[src/verilog/ntm_cos_pkg.sv]
// Shared constants and modular helpers for the cosine similarity datapath
// The modulus is fixed at build time; there is no run-time modulus
// All operands are unsigned residues below MOD_P once reduced
package ntm_cos_pkg;

  //////////////////////////////////////////////////
  // Widths and modulus
  //////////////////////////////////////////////////

  localparam int DATA_W = 16;
  localparam int SIZE_W = 8;
  localparam int EXP_W  = 16;
  localparam int unsigned MOD_P = 65521;

  // Fermat exponent, P-2
  localparam logic [EXP_W-1:0] INV_EXP = EXP_W'(MOD_P - 2);

  //////////////////////////////////////////////////
  // Limits and latencies
  //////////////////////////////////////////////////

  // Rows shorter than this would overrun the output side
  localparam int MIN_LENGTH  = 24;
  // One load cycle plus one cycle per exponent bit
  localparam int INV_LATENCY = EXP_W + 1;
  // Input reg, MAC reg, num/den reg, then the inverse
  localparam int OUT_LATENCY = INV_LATENCY + 3;

  // Product of two residues, reduced
  function automatic logic [DATA_W-1:0] mod_mul(input logic [DATA_W-1:0] x,
                                                input logic [DATA_W-1:0] y);
    logic [2*DATA_W-1:0] prod;
    prod = x * y;
    return DATA_W'(prod % MOD_P);
  endfunction

  // Sum of two residues, one conditional subtract
  function automatic logic [DATA_W-1:0] mod_add(input logic [DATA_W-1:0] x,
                                                input logic [DATA_W-1:0] y);
    logic [DATA_W:0] sum;
    sum = {1'b0, x} + {1'b0, y};
    if (sum >= MOD_P) begin
      sum = (DATA_W+1)'(sum - MOD_P);
    end
    return sum[DATA_W-1:0];
  endfunction

  // Raw 16-bit value into range, at most one subtract needed
  function automatic logic [DATA_W-1:0] mod_reduce(input logic [DATA_W-1:0] x);
    return (x >= MOD_P) ? DATA_W'(x - MOD_P) : x;
  endfunction

endpackage
[src/verilog/ntm_mod_mac.sv]
// Three modular multiply-accumulators: a.b, a.a and b.b per row
// Inputs must already be residues below MOD_P
// Sums are valid only while sums_valid is high; the next row
// may start in that same cycle with no bubble
`timescale 1ns/100ps

module ntm_mod_mac (
  input  logic                              CLK,
  input  logic                              RST,
  input  logic                              pair_valid,
  input  logic [ntm_cos_pkg::DATA_W-1:0]    pair_a,
  input  logic [ntm_cos_pkg::DATA_W-1:0]    pair_b,
  input  logic                              row_last,
  input  logic                              job_last,
  output logic                              sums_valid,
  output logic [ntm_cos_pkg::DATA_W-1:0]    dot_sum,
  output logic [ntm_cos_pkg::DATA_W-1:0]    norm_a_sum,
  output logic [ntm_cos_pkg::DATA_W-1:0]    norm_b_sum,
  output logic                              sums_job_last
);

  // Per-element products, already reduced
  logic [ntm_cos_pkg::DATA_W-1:0] prod_ab;
  logic [ntm_cos_pkg::DATA_W-1:0] prod_aa;
  logic [ntm_cos_pkg::DATA_W-1:0] prod_bb;
  // Next pair opens a new row
  logic                           fresh;

  assign prod_ab = ntm_cos_pkg::mod_mul(pair_a, pair_b);
  assign prod_aa = ntm_cos_pkg::mod_mul(pair_a, pair_a);
  assign prod_bb = ntm_cos_pkg::mod_mul(pair_b, pair_b);

  //////////////////////////////////////////////////
  // Row framing
  //////////////////////////////////////////////////

  always_ff @(posedge CLK or posedge RST) begin
    if (RST) begin
      sums_valid    <= 1'b0;
      sums_job_last <= 1'b0;
      fresh         <= 1'b1;
    end else begin
      sums_valid    <= pair_valid & row_last;
      sums_job_last <= pair_valid & row_last & job_last;
      // Idle gaps keep the flag as it is
      if (pair_valid) begin
        fresh <= row_last;
      end
    end
  end

  //////////////////////////////////////////////////
  // Accumulators
  //////////////////////////////////////////////////

  // Accumulators double as the sums outputs
  always_ff @(posedge CLK or posedge RST) begin
    if (RST) begin
      dot_sum    <= '0;
      norm_a_sum <= '0;
      norm_b_sum <= '0;
    end else if (pair_valid) begin
      if (fresh) begin
        // First element of a row overwrites the old sums
        dot_sum    <= prod_ab;
        norm_a_sum <= prod_aa;
        norm_b_sum <= prod_bb;
      end else begin
        dot_sum    <= ntm_cos_pkg::mod_add(dot_sum, prod_ab);
        norm_a_sum <= ntm_cos_pkg::mod_add(norm_a_sum, prod_aa);
        norm_b_sum <= ntm_cos_pkg::mod_add(norm_b_sum, prod_bb);
      end
    end
  end

endmodule

[config.mk]
export PLATFORM = sky130hd
export DESIGN_NAME = ntm_mod_mac
export DESIGN_NICKNAME = d
export VERILOG_FILES = /design/src/verilog/ntm_cos_pkg.sv /design/src/verilog/ntm_mod_mac.sv
export SDC_FILE = /design/constraint.sdc
export NUM_CORES = 2
export LEC_CHECK = 0
export BUFFER_PORTS_ARGS = -buffer_cell sky130_fd_sc_hd__buf_2
export CAP_MARGIN = 20
export CELL_PAD_IN_SITES_DETAIL_PLACEMENT = 1
export CELL_PAD_IN_SITES_GLOBAL_PLACEMENT = 2
export CORE_MARGIN = 5
export CORE_UTILIZATION = 25
export CTS_CLUSTER_DIAMETER = 30
export DETAILED_ROUTE_END_ITERATION = 8
export PLACE_DENSITY_LB_ADDON = 0.1
export REMOVE_ABC_BUFFERS = 1
export SETUP_SLACK_MARGIN = 0.05
export SLEW_MARGIN = 10
export SYNTH_ARGS = -nofsm -noshare
export SYNTH_HDL_FRONTEND = slang
export SYNTH_SLANG_ARGS = --single-unit
[constraint.sdc]
create_clock -name CLK -period 4.5 [get_ports CLK]
set_input_delay 0.9 -clock CLK [delete_from_list [all_inputs] [get_ports CLK]]
set_output_delay 0.9 -clock CLK [all_outputs]
set_load 0.005 [all_outputs]
==> After elaboration in Yosys (flattened, before gate mapping) <==
Cells that the tools add are included.
{ "classes": {"add_sub_neg": 6, "mul": 3, "div_mod_pow": 3, "magnitude_cmp": 3, "mux": 6, "bitwise_logic": 2} }
{ "op_table": {"columns": ["cell", "n"], "rows": [
  ["modulo 32 x 16 -> 32 bit, second input constant", 3],
  ["multiplier 16 x 16 -> 32 bit", 3],
  ["2-to-1 mux 16 bit", 6],
  ["adder 16 x 16 -> 17 bit", 3],
  [">= comparator 17 x 16 -> 1 bit, second input constant", 3],
  ["subtractor 16 bit, second input constant", 3],
  ["bitwise AND 1 bit", 2]
]} }
{ "word_totals": {"regBits": 51, "input_bits": 37, "out_inout_bits": 50, "word_cells": 29} }

==> Depth between registers and ports, before layout <==
{ "logic_depth": {"word_depth": 6, "ltp_mapped": 125, "depth_no_buf": 106} }

==> Worst setup path after synthesis <==
Ideal clock, no wire load.
{ "synth_path": {"path_type": "input to register", "start": "input pair_a[0] (netlist name)", "end": "register norm_a_sum[8] (netlist name)", "setup_time_ps": 121, "arrival_time_ps": 26809, "required_time_ps": 4379, "setup_slack_ps": -22430, "stages": 112, "n_path_buf": 14, "path_cell_list": "clkbuf_1 -> clkbuf_1 -> and2_1 -> inv_1 -> fa_1 -> fa_1 -> inv_1 -> fa_1 -> fa_1 -> fa_1 -> inv_1 -> fa_1 -> inv_1 -> ha_1 -> clkbuf_1 -> a21oi_1 -> o211ai_1 -> or3_1 -> (+76 left out) -> o21bai_1 -> a21oi_1 -> o21bai_1 -> a21oi_1 -> o21bai_1 -> a21oi_1 -> o21bai_1 -> a21oi_1 -> xnor2_1 -> a311oi_1 -> o21bai_1 -> inv_1 -> nand2_1 -> nor2_1 -> xor2_1 -> o21ai_0 -> a31oi_1 -> a22o_1"} }
{ "synth_via": {"elab_chain_cells": 6, "word_cells_on_any_way": 7, "classes_between": "add/sub: 2; mul: 1; div: 1; order compare: 1; mux: 2"} }
{ "synth_rtl": {"columns": ["item", "line", "source"], "rows": [
  ["start: declaration", "ntm_mod_mac.sv:11", "input logic [ntm_cos_pkg::DATA_W-1:0] pair_a,"],
  ["multiplier 16 x 16 -> 32 bit *", "ntm_cos_pkg.sv:33", "prod = x * y;"],
  ["modulo 32 x 16 -> 32 bit *", "ntm_cos_pkg.sv:34", "return DATA_W'(prod % MOD_P);"],
  ["adder 16 x 16 -> 17 bit", "ntm_cos_pkg.sv:41", "sum = {1'b0, x} + {1'b0, y};"],
  ["subtractor 16 bit / >= comparator 17 x 16 -> 1 bit (equally long branches)", "ntm_cos_pkg.sv:43, ntm_cos_pkg.sv:42", null],
  ["2-to-1 mux 16 bit", "ntm_cos_pkg.sv:42", "if (sum >= MOD_P) begin"],
  ["2-to-1 mux 16 bit *", "ntm_mod_mac.sv:63", "if (fresh) begin"],
  ["end signal: assignment", "ntm_mod_mac.sv:66", "norm_a_sum <= prod_aa;"],
  ["end signal: assignment", "ntm_mod_mac.sv:70", "norm_a_sum <= ntm_cos_pkg::mod_add(norm_a_sum, prod_aa);"],
  ["end: declaration", "ntm_mod_mac.sv:17", "output logic [ntm_cos_pkg::DATA_W-1:0] norm_a_sum,"]
]} }
Every way passes the cells marked *; elsewhere a longest branch is shown, timed or not.
A chain may end at the register's enable or synchronous reset.

==> Worst setup path in the final report <==
{ "layout_path": {"start": "input pair_b[4] (netlist name)", "end": "register dot_sum[8] (netlist name)"} }
{ "layout_via": {"elab_chain_cells": 6, "word_cells_on_any_way": 7, "classes_between": "add/sub: 2; mul: 1; div: 1; order compare: 1; mux: 2"} }
{ "layout_rtl": {"columns": ["item", "line", "source"], "rows": [
  ["start: declaration", "ntm_mod_mac.sv:12", "input logic [ntm_cos_pkg::DATA_W-1:0] pair_b,"],
  ["multiplier 16 x 16 -> 32 bit *", "ntm_cos_pkg.sv:33", null],
  ["modulo 32 x 16 -> 32 bit *", "ntm_cos_pkg.sv:34", null],
  ["adder 16 x 16 -> 17 bit", "ntm_cos_pkg.sv:41", null],
  ["subtractor 16 bit / >= comparator 17 x 16 -> 1 bit (equally long branches)", "ntm_cos_pkg.sv:43, ntm_cos_pkg.sv:42", null],
  ["2-to-1 mux 16 bit", "ntm_cos_pkg.sv:42", null],
  ["2-to-1 mux 16 bit *", "ntm_mod_mac.sv:63", null],
  ["end signal: assignment", "ntm_mod_mac.sv:65", "dot_sum <= prod_ab;"],
  ["end signal: assignment", "ntm_mod_mac.sv:69", "dot_sum <= ntm_cos_pkg::mod_add(dot_sum, prod_ab);"],
  ["end: declaration", "ntm_mod_mac.sv:16", "output logic [ntm_cos_pkg::DATA_W-1:0] dot_sum,"]
]} }
Marked as above.

==> impl_metrics.json <==
{
  "run_status": "complete, but fails checks",
  "violations": "setup timing",
  "critical_path.max_fanout": 7,
  "wl_per_cell_um": 18.6,
  "numClockSinks": 51,
  "critPathArrivalTime_ps": 25970,
  "overflow": 0,
  "r2r_end": "dot_sum[8]$_DFFE_PP0P_",
  "design.portCount": 87,
  "timing.final.max_slew_violations": 0,
  "initial_core_utilization": 0.251,
  "drive_above_1_share": 0.466,
  "critical_path_required_ps": 4780,
  "final_gp_congestion": 0.860,
  "finalHoldViolations": 0,
  "setup-violations-final": 48,
  "rsz0062_at_grt": "true",
  "fin_crit_ps": 25690,
  "area_growth_syn_to_layout_pct": 62.5,
  "grt_first_pass_wirelength_um": 426000,
  "floorplan.die.width_um": 499,
  "totalNegativeSetupSlack_ps": -1001050,
  "synthesis.yosys.warnings": 0,
  "max_slew_headroom": 0.351,
  "place_ws_ps": -24210,
  "cts_made_buffers": 5,
  "worst_path_depth": 118,
  "clkSlewWorstSetupHoldPaths_ps": 100,
  "min_path_cells": 1,
  "skew_ps": 15.5,
  "setup_ws_ps": -21190,
  "detail_route.first_pass.iterations": 7,
  "worstHoldEndpoint": "norm_a_sum[7]$_DFFE_PP0P_",
  "floorplan.rows": 179,
  "cap_viol_max_count": 0,
  "cp_common_cell": "sky130_fd_sc_hd__buf_4",
  "synth-edff-count": 0,
  "timing_worst_setup_path_type": "in -> reg",
  "worstPathBufferInverterCount": 27,
  "routed_wl_um": 268000,
  "final_ant_viol_nets": 0,
  "tightestPinTransition_ps": 972,
  "timing.hold.worst.start": "norm_a_sum[7]$_DFFE_PP0P_",
  "timing.fmax_ghz": 0.0389,
  "post_synth_instance_area_mm2": 0.0598,
  "place_inst": 13975,
  "port_buffers": 86,
  "vias": 71158,
  "busiest_layer": "met2",
  "netlist_instances": 7840,
  "capturing_element_type_of_the_critical_path": "register",
  "htree_num_levels": 2,
  "worstSetupStartpointType": "input pin",
  "reg2regPathDepth": 26,
  "hp-class": "reg -> reg",
  "finalHoldWorstSlack_ps": 540,
  "antenna_cells": 0,
  "clock-root-buffer": "sky130_fd_sc_hd__clkbuf_16",
  "vias_in_the_first_global_route": 78205,
  "fin_crit_sh": 5.71,
  "worst_path_dominant_cell_family": "compound AO/OA/AOI/OAI gates",
  "die-height_um": 499,
  "mostFrequentLayoutCells": "sky130_fd_sc_hd__buf_4 (3449), sky130_fd_sc_hd__inv_1 (799), sky130_fd_sc_hd__nand2_1 (765), sky130_fd_sc_hd__fa_1 (512), sky130_fd_sc_hd__nor2_1 (510)",
  "grt.met1_usage": 0.269,
  "synth_sequential_area_ratio": 0.0214,
  "finish.net_count": 12170,
  "met3_layer_usage_reported_by_global_route": 0.00493,
  "clockBufferDepth": 2,
  "final_common_cell": "sky130_fd_sc_hd__buf_4",
  "synth_flop_cell": "sky130_fd_sc_hd__dfrtp_1",
  "crit_slowest_cell": "sky130_fd_sc_hd__or4b_4",
  "detailedRoute.firstIterationViolations": 2277,
  "design.core.area_mm2": 0.238,
  "final_cells": 14396,
  "synth_area_per_cell_um2": 7.63,
  "setup.reg_to_reg.worst_slack_ps": -80,
  "pin_count_of_the_biggest_net_entering_global_routing": 44,
  "tritoncts_clock_tree": "built",
  "die_area_mm2": 0.249,
  "groute.layer.met2.usage": 0.384,
  "hpwl_um": 228000,
  "ys_seq_elements": 51,
  "async_flop_share": 1.00,
  "rr_startpoint": "dot_sum[1]$_DFFE_PP0P_",
  "grt_antenna_before_repair": 2,
  "globalRouteTotalUtil": 0.206,
  "vias_per_cell": 4.94,
  "drc": 0,
  "crit_path_max_incr_delay_ps": 580,
  "yosysUniqueCellTypes": 196,
  "worst_skew_pair.late_latency_ps": 350
}
==> final cells by class <==
cell class / instances / area, um^2
flip-flops and latches: 51 / 1280
well taps: 3167 / 3960
inverters: 846 / 3180
multi-input cells: 6645 / 60100
fillers: 28680 / 141000
clock buffers: 5 / 125
clock inverters: 3 / 26.3
repair buffers: 3679 / 28500
==> cells by family after synthesis <==
family                     synth area share
AOI/OAI and AO/OA                     0.266
xor gates and xnor gates             0.0786
adders and majority gates             0.258
buffers and inverters                0.0818
DFF                                  0.0214
muxes                                0.0229
and+or+nand+nor                       0.272
==> worst reg2reg max path: stages (launching register included) <==
cell	delay, ps
sky130_fd_sc_hd__dfrtp_1	400
sky130_fd_sc_hd__buf_4	160
sky130_fd_sc_hd__inv_1	100
sky130_fd_sc_hd__fa_2	250
sky130_fd_sc_hd__o21ai_2	80
sky130_fd_sc_hd__a21oi_2	180
sky130_fd_sc_hd__o21bai_4	80
sky130_fd_sc_hd__a21oi_2	120
sky130_fd_sc_hd__o21bai_1	80
sky130_fd_sc_hd__a21o_1	190
sky130_fd_sc_hd__a21o_1	190
sky130_fd_sc_hd__a21o_1	180
sky130_fd_sc_hd__a21o_1	220
sky130_fd_sc_hd__a21o_1	170
sky130_fd_sc_hd__a21o_1	180
sky130_fd_sc_hd__xnor2_2	150
sky130_fd_sc_hd__nor4_2	230
sky130_fd_sc_hd__buf_4	170
sky130_fd_sc_hd__o21ai_2	50
sky130_fd_sc_hd__nor2_2	130
sky130_fd_sc_hd__nor2_2	70
sky130_fd_sc_hd__a21o_1	180
sky130_fd_sc_hd__or2_4	280
sky130_fd_sc_hd__or3_1	300
sky130_fd_sc_hd__a21oi_1	130
sky130_fd_sc_hd__a21oi_1	60
sky130_fd_sc_hd__o21ai_1	170
==> worst max path at each step <==
stage                     startpoint                          to  slack (ps)
final                      pair_b[4]      dot_sum[8]$_DFFE_PP0P_      -21190
after global placement    pair_b[15]      dot_sum[9]$_DFFE_PP0P_      -23990
after CTS                  pair_b[4]      dot_sum[8]$_DFFE_PP0P_      -21320
after floorplan           pair_b[15]  norm_b_sum[12]$_DFFE_PP0P_      -22900
after global routing       pair_b[6]  norm_b_sum[13]$_DFFE_PP0P_      -22250
after detailed placement  pair_b[15]      dot_sum[9]$_DFFE_PP0P_      -24210
==> sequential cells by signal (all words and copies together), names as in the netlist <==
signal         cells
dot_sum           16
sums_valid         1
fresh              1
norm_a_sum        16
norm_b_sum        16
sums_job_last      1
==> metrics by stage <==
stage / area, um^2 / util
after CTS: 93400 / 0.392
after floorplan: 58100 / -
after detailed placement: 86600 / 0.364
after global routing: 97200 / 0.408
final: 97200 / 0.408
after global placement: 86600 / 0.364
==> what timing repair did <==
item,4_1_cts,5_1_grt
setup buffers,222,197
pin swaps,420,390
setup endpoints to repair,48,48
hold buffers,0,0
resized for setup,992,513
gates cloned,4,3
==> synth_stat cells, types with 69 or more instances <==
library cell / n / area (um^2)
sky130_fd_sc_hd__a211oi_1: 71 / 533
sky130_fd_sc_hd__clkbuf_1: 170 / 638
sky130_fd_sc_hd__fa_1: 529 / 10600
sky130_fd_sc_hd__nand2_1: 804 / 3020
sky130_fd_sc_hd__nor3_1: 216 / 1080
sky130_fd_sc_hd__nand4_1: 116 / 726
sky130_fd_sc_hd__o21ai_1: 87 / 435
sky130_fd_sc_hd__and2_1: 294 / 1840
sky130_fd_sc_hd__xnor2_1: 333 / 2920
sky130_fd_sc_hd__o211ai_1: 82 / 616
sky130_fd_sc_hd__a31oi_1: 112 / 701
sky130_fd_sc_hd__xor2_1: 158 / 1380
sky130_fd_sc_hd__a21o_1: 92 / 691
sky130_fd_sc_hd__nor2_1: 562 / 2110
sky130_fd_sc_hd__mux2i_1: 69 / 691
sky130_fd_sc_hd__inv_1: 836 / 3140
sky130_fd_sc_hd__o21ai_0: 255 / 1280
sky130_fd_sc_hd__nand3_1: 226 / 1130
sky130_fd_sc_hd__a21oi_1: 384 / 1920
sky130_fd_sc_hd__and3_1: 96 / 601
sky130_fd_sc_hd__ha_1: 376 / 4700
sky130_fd_sc_hd__nor4_1: 90 / 563
==> metal layers <==
metal,share of wire,vias to the layer above
li1,-,34869
met1,0.46,35630
met2,0.51,494
met3,0.0099,163
met4,0.016,2
met5,0.000026,-
Power is not shown: default switching activity piles up to over one toggle a cycle in this logic, so the estimate is an artifact.
