File: config.mk
export PLATFORM = sky130hd
export DESIGN_NAME = ntm_pair_input
export DESIGN_NICKNAME = d
export VERILOG_FILES = /design/src/verilog/ntm_cos_pkg.sv /design/src/verilog/ntm_pair_input.sv
export SDC_FILE = /design/constraint.sdc
export NUM_CORES = 1
export LEC_CHECK = 0
export BUFFER_PORTS_ARGS = -buffer_cell sky130_fd_sc_hd__buf_2
export CORE_AREA = 2 2 102 104
export DETAILED_ROUTE_END_ITERATION = 10
export DIE_AREA = 0 0 104 106
export GPL_TIMING_DRIVEN = 0
export HOLD_SLACK_MARGIN = 0.03
export PLACE_DENSITY_LB_ADDON = 0.2
export SETUP_SLACK_MARGIN = 0.15
export SYNTH_ARGS = -nofsm -noshare
export SYNTH_HDL_FRONTEND = slang
export SYNTH_SLANG_ARGS = --single-unit
File: constraint.sdc
create_clock -name CLK -period 5.5 [get_ports CLK]
set_clock_uncertainty 0.2 [all_clocks]
set_input_delay 0.275 -clock CLK [delete_from_list [all_inputs] [get_ports CLK]]
set_output_delay 0.275 -clock CLK [all_outputs]
set_load 0.01 [all_outputs]
File: src/verilog/ntm_cos_pkg.sv
// Shared constants and modular helpers for the cosine similarity datapath
// The modulus is fixed at build time; there is no run-time modulus
// All operands are unsigned residues below MOD_P once reduced
package ntm_cos_pkg;

  //////////////////////////////////////////////////
  // Widths and modulus
  //////////////////////////////////////////////////

  localparam int DATA_W = 16;
  localparam int SIZE_W = 8;
  localparam int EXP_W  = 16;
  localparam int unsigned MOD_P = 65521;

  // Fermat exponent, P-2
  localparam logic [EXP_W-1:0] INV_EXP = EXP_W'(MOD_P - 2);

  //////////////////////////////////////////////////
  // Limits and latencies
  //////////////////////////////////////////////////

  // Rows shorter than this would overrun the output side
  localparam int MIN_LENGTH  = 24;
  // One load cycle plus one cycle per exponent bit
  localparam int INV_LATENCY = EXP_W + 1;
  // Input reg, MAC reg, num/den reg, then the inverse
  localparam int OUT_LATENCY = INV_LATENCY + 3;

  // Product of two residues, reduced
  function automatic logic [DATA_W-1:0] mod_mul(input logic [DATA_W-1:0] x,
                                                input logic [DATA_W-1:0] y);
    logic [2*DATA_W-1:0] prod;
    prod = x * y;
    return DATA_W'(prod % MOD_P);
  endfunction

  // Sum of two residues, one conditional subtract
  function automatic logic [DATA_W-1:0] mod_add(input logic [DATA_W-1:0] x,
                                                input logic [DATA_W-1:0] y);
    logic [DATA_W:0] sum;
    sum = {1'b0, x} + {1'b0, y};
    if (sum >= MOD_P) begin
      sum = (DATA_W+1)'(sum - MOD_P);
    end
    return sum[DATA_W-1:0];
  endfunction

  // Raw 16-bit value into range, at most one subtract needed
  function automatic logic [DATA_W-1:0] mod_reduce(input logic [DATA_W-1:0] x);
    return (x >= MOD_P) ? DATA_W'(x - MOD_P) : x;
  endfunction

endpackage
File: src/verilog/ntm_pair_input.sv
// Input side of the cosine similarity block
// rows and length must both be at least 1, length at least MIN_LENGTH
// in_valid in the same cycle as start is not part of the job
// At most one element pair per cycle, no back-pressure
`timescale 1ns/100ps

module ntm_pair_input (
  input  logic                              CLK,
  input  logic                              RST,
  input  logic                              start,
  input  logic [ntm_cos_pkg::SIZE_W-1:0]    rows,
  input  logic [ntm_cos_pkg::SIZE_W-1:0]    length,
  input  logic                              in_valid,
  input  logic [ntm_cos_pkg::DATA_W-1:0]    data_a,
  input  logic [ntm_cos_pkg::DATA_W-1:0]    data_b,
  output logic                              pair_valid,
  output logic [ntm_cos_pkg::DATA_W-1:0]    pair_a,
  output logic [ntm_cos_pkg::DATA_W-1:0]    pair_b,
  output logic                              row_last,
  output logic                              job_last,
  output logic                              busy
);

  // Latched job sizes
  logic [ntm_cos_pkg::SIZE_W-1:0] rows_q;
  logic [ntm_cos_pkg::SIZE_W-1:0] length_q;
  // Position inside the job
  logic [ntm_cos_pkg::SIZE_W-1:0] elem_cnt;
  logic [ntm_cos_pkg::SIZE_W-1:0] row_cnt;
  logic                           accept;
  logic                           elem_end;
  logic                           row_end;

  assign accept   = busy & in_valid;
  assign elem_end = (elem_cnt == length_q - 1'b1);
  assign row_end  = (row_cnt == rows_q - 1'b1);

  //////////////////////////////////////////////////
  // Job control and end tagging
  //////////////////////////////////////////////////

  always_ff @(posedge CLK or posedge RST) begin
    if (RST) begin
      busy       <= 1'b0;
      pair_valid <= 1'b0;
      row_last   <= 1'b0;
      job_last   <= 1'b0;
      rows_q     <= '0;
      length_q   <= '0;
      elem_cnt   <= '0;
      row_cnt    <= '0;
    end else begin
      pair_valid <= accept;
      row_last   <= accept & elem_end;
      job_last   <= accept & elem_end & row_end;
      // Start only counts while idle
      if (!busy && start) begin
        rows_q   <= rows;
        length_q <= length;
        elem_cnt <= '0;
        row_cnt  <= '0;
        busy     <= 1'b1;
      end else if (accept) begin
        if (elem_end) begin
          elem_cnt <= '0;
          row_cnt  <= row_end ? '0 : row_cnt + 1'b1;
          // Last element of last row closes the job
          if (row_end) begin
            busy <= 1'b0;
          end
        end else begin
          elem_cnt <= elem_cnt + 1'b1;
        end
      end
    end
  end

  // Operand registers, reduced on the way in
  always_ff @(posedge CLK) begin
    if (accept) begin
      pair_a <= ntm_cos_pkg::mod_reduce(data_a);
      pair_b <= ntm_cos_pkg::mod_reduce(data_b);
    end
  end

endmodule

Yosys cells after proc, flatten, opt, wreduce, memory -nomap -nowiden. Cells that the tools add are included.

Bitwise operators: 3. $lt $le $gt $ge: 2. Muxes and demuxes: 13. Equal/unequal tests: 2. Add/sub/neg operators: 6. Reduce and logical (&&, ||, !) cells: 7.

Operator list (number): two-way mux 8 bit (7); greater-or-equal comparator 16 bit (second input constant) (2); two-way mux 16 bit (2); subtractor 16 bit (second input constant) (2); adder 8 x 1 -> 8 bit (second input constant) (2); == test 8 bit (2); subtractor 8 x 1 -> 8 bit (second input constant) (2); nonzero test 2 bit (3); two-way mux 1 bit (4); AND 1 bit (3); AND reduction 3 bit (1); AND reduction 2 bit (1); logical AND 1 bit (1); logical NOT 1 bit (1).

Output and inout port bits: 36. Register bits after elaboration: 68. Bits of input ports: 52. Word-level logic and storage cells: 43.

Depth between registers and ports, before layout. Gate-level depths: netlist (run 1).

Depth after elaboration: 6. Depth in mapped cells: 10. Mapped depth without buffers: 9.

Worst setup path after synthesis (run 1). OpenSTA, ideal clock, no wires.

Path type: register to register. From: register length_q[0] in the netlist's numbering. To: register row_cnt[5] in the netlist's numbering. Library setup time: 0.079 ns. Cell stages (with the launch flop): 8. Arrival time: 2.443 ns. Period minus slack after synthesis: 2.722 ns. Setup slack: 2.778 ns. Path buffers: 0. Required time: 5.221 ns. Cell sequence: dfrtp_1 -> or2_1 -> or4b_1 -> a2111oi_2 -> and3_2 -> a21oi_2 -> or4_1 -> a21oi_1.

Longest elaborated chain between the ends: 4.

RTL lines: start: declaration (line ntm_pair_input.sv:26) `logic [ntm_cos_pkg::SIZE_W-1:0] length_q;`; start signal: assignment (line ntm_pair_input.sv:59) `length_q <= length;`; subtractor 8 x 1 -> 8 bit (line ntm_pair_input.sv:35) `assign elem_end = (elem_cnt == length_q - 1'b1);`; == test 8 bit (line ntm_pair_input.sv:35); nonzero test 2 bit (no source line); AND reduction 2 bit (no source line); end signal: assignment (line ntm_pair_input.sv:66) `row_cnt <= row_end ? '0 : row_cnt + 1'b1;`; end: declaration (line ntm_pair_input.sv:29) `logic [ntm_cos_pkg::SIZE_W-1:0] row_cnt;`.

No other way between the ends. A chain may end at the register's enable or synchronous reset.

Worst setup path after layout (run 1).
From: register length_q[0] in the netlist's numbering. To: register row_cnt[0] in the netlist's numbering.

Same word-level chain as after synthesis.

==> summary.txt, run 1 <==
Worst setup path
  • R2r startpoint: length_q[0]$_DFFE_PP0P_
  • Crit path cell chain: or2_1 -> or4b_1 -> a2111oi_2 -> and3_2 -> nand2_1 -> o21ai_1 -> nor2_1
  • Crit Path Max Fanout: 7
  • Critical path endpoint: row_cnt[0]$_DFFE_PP0P_
  • Slowest cell on crit path: or4b_1
  • CP Launch Type: register
  • Worst Path Required: roughly 5.5 ns
  • CP max stage delay: roughly 0.50 ns
  • Worst reg-to-reg path cell count: 7
  • CP startpoint: length_q[0]$_DFFE_PP0P_
  • Worst R2R End: row_cnt[0]$_DFFE_PP0P_
  • Reg2Reg Setup Slack: roughly 2.5 ns
  • Setup crit end kind: register
  • Crit path kind: register to register
  • Arr. time, crit path: 3.00 ns

Pwr
  • Cell Pwr Density: about 300 mW/mm^2
  • Psw: between 300 and 400 uW
  • Sw Ratio: 0.274
  • Clk pwr share: 0.348
  • Internal: around 960 uW
  • Sequential power share: 0.479
  • Leakage: about 0.0019 uW
  • VDD IR-drop max: 0.105 mV
  • Comb power frac: 0.173

Timing
  • Worst Max-Slew Pin Slew: about 1.0 ns
  • Max Freq: approximately 330 MHz
  • RSZ-0062 raised after global routing: false
  • Setup TNS: 0 ns
  • Fin. Hold Viols: 0
  • Relative slew slack: 0.324
  • Max-slew violation count: 0
  • Tmin final: about 3.0 ns
  • Crit share post-route: 0.545
  • Endpoints failing setup: 0

Die
  • Placeable Area: between 0.009 and 0.01 mm^2
  • Die area: between 0.01 and 0.015 mm^2
  • Starting density of the core: 0.340
  • Die width: roughly 100 um
  • Die Y: approximately 110 um
  • Num ports: 88
  • Cell Rows: 37

Route
  • DRC errors left: 0
  • 1st-pass router iterations: 4
  • DRC marker count from the first detailed-route iteration: 110
  • Drt via density: between 4 and 5
  • WL per Instance: approximately 13 um
  • DR vias: between 2k and 3k
  • Final ANT Viol Nets: 0
  • Routed wire length: a little under 8000 um

Yosys
  • Synth Area in Adders: 0.0294
  • Post-synthesis mux area share: 0
  • Mapped cell area: roughly 0.0034 mm^2
  • Net count after synthesis: between 300 and 400
  • Synth async-reset ratio: 0.529
  • Synth Area per Inst: about 10 um^2
  • Post-synthesis simple-gate area fraction: 0.238
  • Sequential fraction of the synthesis area: 0.547
  • Primary FF master, synth: dfrtp_1
  • Largest family of logic cells by synthesized area: simple AND/OR/NAND/NOR gates
  • Synth cell types: 43
  • Synth Register Bits: a little under 70
  • Post-synth EDFFs: 32
  • Post-synthesis compound-gate area fraction: 0.0876
  • Synth Instances: approximately 330
  • Yosys warning total: 0
  • XOR/XNOR share of the synthesized area: 0.0721

Clock tree
  • CTS H-tree depth: 3
  • Root buffer cell: clkbuf_8
  • CTS Sinks: roughly 70
  • CTS tree: built
  • CTS clk-pin slew, worst paths: about 0.080 ns
  • Clock latency on the worst-skew pair: between 0.3 and 0.4 ns
  • CTS Buf Count: 9
  • Setup Fix Bufs, Post-CTS: 0
  • Maximum root-to-sink buffer count: 2

Status
  • Status: finished, final reports clean

Global route
  • Largest net degree at the start of global routing: 38
  • Global-route wire length before repair: approximately 14000 um
  • Remaining global-route overflow: 0
  • GRT Total Usage: 0.153
  • Initial antenna violation count: 0
  • Vias in the first global route: 2797

Cells and area
  • Number of nets in the layout: ~510
  • Fillcell total: 991
  • Area of the multi-input gates: 0.00145 mm^2
  • Layout area overhead: 29.4%
  • Layout cells sized above 1: 0.243
  • Sequential Area: approximately 0.0019 mm^2
  • Final instance area: roughly 0.0044 mm^2
  • ANT cells: 0

Placement
  • Hpwl dp: approximately 5800 um
  • Routability-driven placement congestion ratio: 0.821
  • Port bufs: 87
  • Placed cell areas: ~0.004 mm^2

Hold path
  • HP Class: primary input to register

Run
  • Max-cap violations: 0
[worst min path at each step]
stage	slack, ns	to	cells after the start	startpoint
5_1_grt	0.04	pair_b[7]$_DFFE_PP_	2	data_b[7]
6_report	0.05	pair_a[7]$_DFFE_PP_	2	data_a[7]
2_1_floorplan	0.18	length_q[2]$_DFFE_PP0P_	2	length[2]
3_5_place_dp	0.28	length_q[1]$_DFFE_PP0P_	2	RST
3_3_place_gp	0.27	rows_q[6]$_DFFE_PP0P_	3	rows[6]
4_1_cts	0.03	pair_b[7]$_DFFE_PP_	2	data_b[7]
[critical path: cells and delay by family, from the launching register on]
family	cells	cell delay, ns
simple gates	5	1.30
compound gates	2	0.89
flops	1	0.47
[metrics by stage]
stage	utilization	total power, uW	hold slack, ns	std cells	worst slack, ns
after detailed placement	0.401	866	0.275	555	2.47
after global placement	0.401	859	0.269	555	2.51
after CTS	0.440	1340	0.0342	588	2.44
final	0.440	1330	0.0481	588	2.50
after global routing	0.440	1400	0.0407	588	2.29
after floorplan	-	788	0.180	332	2.78
[kinds of logic (layout without fill, tap and decap cells)]
group,after synthesis,after routing
AND/OR/NAND/NOR,161,161
flip-flops,68,68
AO/OA/AOI/OAI,46,46
XOR/XNOR,28,28
buffers and inverters,21,141
adder cells (fa/ha/maj),8,8
[flip-flops by register name, summed over array words and instances, names as in the netlist]
name and count:
pair_valid 1, rows_q 8, busy 1, length_q 8, pair_b 16, elem_cnt 8, pair_a 16, row_last 1
job_last 1, row_cnt 8
[placed cells by master, fill, tap and decap left out, types with 3 or more instances in the layout]
cell type,Yosys,routed
buf_2,1,88
nand2_1,58,58
dfrtp_1,36,36
edfxtp_1,32,32
nor2b_1,30,30
xnor2_1,20,20
nor2_1,17,17
dlygate4sd3_1,0,17
a21oi_1,13,13
inv_1,13,11
nand4_1,11,11
nand3_1,10,10
clkbuf_8,0,10
nor3_1,9,9
xor2_1,8,8
ha_1,8,8
o21ai_0,6,6
a31oi_1,6,6
clkbuf_1,5,5
or3_1,5,5
o21ai_1,5,5
and3_1,5,5
and2_1,3,3
nor4_1,3,3
nand2b_1,3,3
clkinvlp_4,0,3
[per-layer routing]
metal	routed length [um]	global-route usage	share of wire
met5	0	0	0
met4	106	0.0541	0.013
met3	674	0.0527	0.085
met2	3540	0.233	0.45
met1	3570	0.203	0.45
[cell usage after synthesis (2+ instances only)]
cell type,number,area share
a21oi_1,13,0.019
o31ai_1,2,0.0044
a31oi_1,6,0.011
nor3_1,9,0.013
ha_1,8,0.029
or3_1,5,0.0092
and3_1,5,0.0092
nand4_1,11,0.020
nand3_1,10,0.015
o21ai_0,6,0.0088
a22o_1,2,0.0052
or4_1,2,0.0044
nand2b_1,3,0.0055
o21ai_1,5,0.0074
inv_1,13,0.014
edfxtp_1,32,0.28
nand2_1,58,0.064
and3b_1,2,0.0052
and2_1,3,0.0055
dfrtp_1,36,0.26
nor4_1,3,0.0055
xnor2_1,20,0.052
o21bai_1,2,0.0044
clkbuf_1,5,0.0055
nor2_1,17,0.019
xor2_1,8,0.021
nor2b_1,30,0.055
[layout make-up]
| type | instances | area share |
|---|---|---|
| repair buffers | 104 | 0.138 |
| inverters | 13 | 0.0111 |
| well taps | 136 | 0.0387 |
| flip-flops and latches | 68 | 0.423 |
| clock buffers | 10 | 0.0313 |
| plain buffers | 8 | 0.00881 |
| clock inverters | 6 | 0.0199 |
| multi-input cells | 243 | 0.330 |
[power by group through the flow]
stage                     combinational, uW  sequential (uW)  clock, uW
after floorplan                         148              640          0
after global placement                  215              645          0
after detailed placement                221              645          0
after CTS                               232              635        475
after global routing                    261              644        500
final                                   229              635        462
[what timing repair did]
action	CTS	global route
hold buffers	17	0
endpoints found under the hold margin	52	0
resized for setup	0	0
Note: power is estimated with default switching activity, not from simulation.
==> run 2, diff against run 1 <==
--- a/config.mk
+++ b/config.mk
@@ -5,10 +5,11 @@
 export SDC_FILE = /design/constraint.sdc
 export NUM_CORES = 1
 export LEC_CHECK = 0
+export ABC_AREA = 1
 export BUFFER_PORTS_ARGS = -buffer_cell sky130_fd_sc_hd__buf_2
-export CORE_AREA = 2 2 102 104
+export CORE_AREA = 2 2 105 107
 export DETAILED_ROUTE_END_ITERATION = 10
-export DIE_AREA = 0 0 104 106
+export DIE_AREA = 0 0 107 109
 export GPL_TIMING_DRIVEN = 0
 export HOLD_SLACK_MARGIN = 0.03
 export PLACE_DENSITY_LB_ADDON = 0.2
==> constraint.sdc (replaced) <==
create_clock -name CLK -period 3.02 [get_ports CLK]
set_clock_uncertainty 0.2 [all_clocks]
set_input_delay 0.151 -clock CLK [delete_from_list [all_inputs] [get_ports CLK]]
set_output_delay 0.151 -clock CLK [all_outputs]
set_load 0.01 [all_outputs]
==> summary.txt, run 2 <==
Clock tree
  • Setup Fix Bufs, Post-CTS: 0 (unchanged)
  • CTS Sinks: 68 (unchanged)
  • Maximum root-to-sink buffer count: 2 (unchanged)
  • Root buffer cell: clkbuf_8 (unchanged)
  • CTS clk-pin slew, worst paths: 0.07 ns (was 0.08 ns)
  • Clock latency on the worst-skew pair: 0.36 ns (was 0.34 ns)
  • CTS Buf Count: 9 (unchanged)
  • CTS H-tree depth: 3 (unchanged)
  • CTS tree: built (unchanged)
  • PostCTS Resize Cnt: 0 (unchanged)

Timing
  • RSZ-0062 raised after global routing: false (unchanged)
  • Worst Max-Slew Pin Slew: 0.775 ns (was 1.01 ns)
  • Crit share post-route: 0.744
  • Tmin final: ~2.2 ns
  • Min Hold Slack: 0.115 ns (was 0.0481 ns)
  • Setup TNS: 0 ns (unchanged)
  • Relative slew slack: 0.483 (was 0.324)
  • Fin. Hold Viols: 0 (unchanged)
  • Endpoints failing setup: 0 (unchanged)
  • Max Freq: between 400 and 500 MHz
  • Max-slew violation count: 0 (unchanged)

Route
  • Routed wire length: 8820 um (was 7890 um)
  • Final ANT Viol Nets: 0 (unchanged)
  • DR vias: 3142 (was 2804)
  • Drt via density: 4.35 (was 4.77)
  • WL per Instance: 12.2 um (was 13.4 um)
  • DRC marker count from the first detailed-route iteration: 168 (was 110)
  • DRC errors left: 0 (unchanged)
  • 1st-pass router iterations: 4 (unchanged)

Pwr
  • Leakage: 0.00243 uW (was 0.00193 uW)
  • Cell Pwr Density: 603 mW/mm^2 (was 301 mW/mm^2)
  • VDD IR-drop max: 0.250 mV (was 0.105 mV)

Yosys
  • Post-synth EDFFs: 32 (unchanged)
  • Synth Instances: 429 (was 332)
  • Sequential fraction of the synthesis area: 0.517 (was 0.547)
  • Synth Register Bits: 68 (unchanged)
  • Yosys warning total: 0 (unchanged)
  • Area leader, netlist: edfxtp_1 (unchanged)
  • Main area contributors after synthesis: edfxtp_1 27%, dfrtp_1 25%, nand2_1 11% (was edfxtp_1 28%, dfrtp_1 26%, nand2_1 6.4%)
  • Net count after synthesis: 489 (was 392)
  • Mapped cell area: 0.00360 mm^2 (was 0.00340 mm^2)
  • Synth async-reset ratio: 0.529 (unchanged)
  • Synth Area per Inst: 8.40 um^2 (was 10.2 um^2)
  • Count leader, synth: nand2_1 (unchanged)
  • Top cells by instance count after synthesis: 104 x nand2_1, 74 x inv_1, 57 x nor2_1, 36 x dfrtp_1, 32 x edfxtp_1 (was 58 x nand2_1, 36 x dfrtp_1, 32 x edfxtp_1, 30 x nor2b_1, 20 x xnor2_1)
  • Primary FF master, synth: dfrtp_1 (unchanged)
  • Synth cell types: 28 (was 43)
  • Synth top area share: 0.267 (was 0.283)

Global route
  • Global-route wire length before repair: 14900 um (was 13500 um)
  • Initial antenna violation count: 0 (unchanged)
  • Largest net degree at the start of global routing: 37 (was 38)
  • Vias in the first global route: 3195 (was 2797)
  • GRT Total Usage: 0.166 (was 0.153)
  • Remaining global-route overflow: 0 (unchanged)

Hold path
  • HP Class: primary input to register (unchanged)

Die
  • Die area: 0.0117 mm^2 (was 0.0110 mm^2)
  • Placeable Area: 0.0106 mm^2 (was 0.0100 mm^2)
  • Die width: 107 um (was 104 um)
  • Num ports: 88 (unchanged)
  • Cell Rows: 38 (was 37)
  • Die Y: 109 um (was 106 um)
  • Starting density of the core: 0.340 (about the same)

Cells and area
  • Most frequent cells in the layout: 104 x nand2_1, 88 x buf_2, 72 x inv_1, 57 x nor2_1, 49 x dlygate4sd3_1 (was 88 x buf_2, 58 x nand2_1, 36 x dfrtp_1, 32 x edfxtp_1, 30 x nor2b_1)
  • Area of the multi-input gates: 0.00143 mm^2 (was 0.00145 mm^2)
  • ANT cells: 0 (unchanged)
  • Sequential Area: 0.00186 mm^2 (unchanged)
  • Final Core Density: 0.465 (was 0.440)
  • Layout cells sized above 1: 0.201 (was 0.243)
  • Largest regs: pair_a x16, pair_b x16 (unchanged)
  • Number of nets in the layout: 637 (was 507)
  • Layout area overhead: 36.9% (was 29.4%)
  • Fillcell total: 1014 (was 991)
  • Commonest non-fill, non-tap cell in the layout: nand2_1 (was buf_2)

Placement
  • Port bufs: 87 (unchanged)
  • Routability-driven placement congestion ratio: 0.819 (was 0.821)
  • Hpwl dp: 6140 um (was 5770 um)

Worst setup path
  • Crit Path Max Fanout: 6 (was 7)
  • Crit path kind: primary input to register (was register to register)
  • Worst Path Required: 2.92 ns (was 5.50 ns)
  • Setup crit end kind: register (unchanged)
  • Arr. time, crit path: 2.15 ns (was 3.00 ns)
  • CP Launch Type: primary input (was register)

Status
  • Status: finished, final reports clean (unchanged)

Run
  • Max-cap violations: 0 (unchanged)
-- run 2: cell count changes after synthesis, sizes merged, moves of 6 or more --
cell,change
xnor2,-15
nor2,+43
a21oi,-10
xor2,+12
and3,-6
nor2b,-30
o21ai,+23
inv,+62
nor3,-7
nand2,+49
a31oi,-6
nand3,+15
-- run 2: worst max-delay path, cell delays in order --
cell and delay (ns):
dlygate4sd3_1 0.53, buf_2 0.10, inv_1 0.04, nor4_1 0.31, o21ai_0 0.14, nor2_1 0.24, inv_1 0.12, a21oi_1 0.42
nor2_1 0.09
-- run 2: final timing paths --
check                                   startpoint                 endpoint  slack (ns)  cells after the start
max reg2reg                length_q[0]$_DFFE_PP0P_   row_cnt[1]$_DFFE_PP0P_        0.85                     15
min                                       in_valid      pair_a[2]$_DFFE_PP_        0.11                      3
min reg2reg                length_q[7]$_DFFE_PP0P_  length_q[7]$_DFFE_PP0P_        0.30                      2
max                                     data_b[13]     pair_b[15]$_DFFE_PP_        0.77                      9
min in group asynchronous                      RST    rows_q[1]$_DFFE_PP0P_        0.29                      3
max in group asynchronous                      RST  elem_cnt[6]$_DFFE_PP0P_        1.82                      3
-- run 2: through the flow --
stage          power (uW)  std cells  cell area (um^2)  setup WS, ns
2_1_floorplan        1890        429              3600         0.776
3_3_place_gp         2110        656              4210         0.203
3_5_place_dp         2120        656              4210         0.184
4_1_cts              3000        721              4910         0.178
5_1_grt              3200        722              4930         0.559
6_report             2980        722              4930         0.772
-- run 2: logic make-up (layout without fill, tap and decap cells) --
family,count (synthesis),in the layout,share of synthesized area
AOI/OAI and AO/OA,41,41,0.0628
buffers and inverters,81,234,0.0868
adders and majority gates,8,8,0.0278
and+or+nand+nor,205,205,0.239
xor gates and xnor gates,26,26,0.0670
DFF,68,68,0.517
-- run 2: power breakdown --
group	leakage, uW	internal [uW]	switching (uW)
registers	0.000773	1130	142
logic	0.00156	378	510
clock network	0.000101	461	356
-- run 2: layout make-up --
type / count / area share
buffer: 6 / 0.00634
clock buffer: 11 / 0.0266
clock inverter: 5 / 0.0155
inverter: 75 / 0.0571
multi-input combinational: 280 / 0.290
sequential: 68 / 0.377
tap: 140 / 0.0355
timing repair buffer: 137 / 0.192
-- run 2: repair_timing --
item / 4_1_cts / 5_1_grt
hold endpoints to repair: 84 / 0
setup endpoints to repair: 0 / 0
hold buffers: 49 / 0
-- run 2: per-layer routing --
metal,vias to the layer above,track usage,share of wire
met2,69,0.262,0.45
met1,1409,0.210,0.47
met5,-,0,0
met4,0,0.0770,0.023
met3,16,0.0532,0.058
li1,1648,-,-
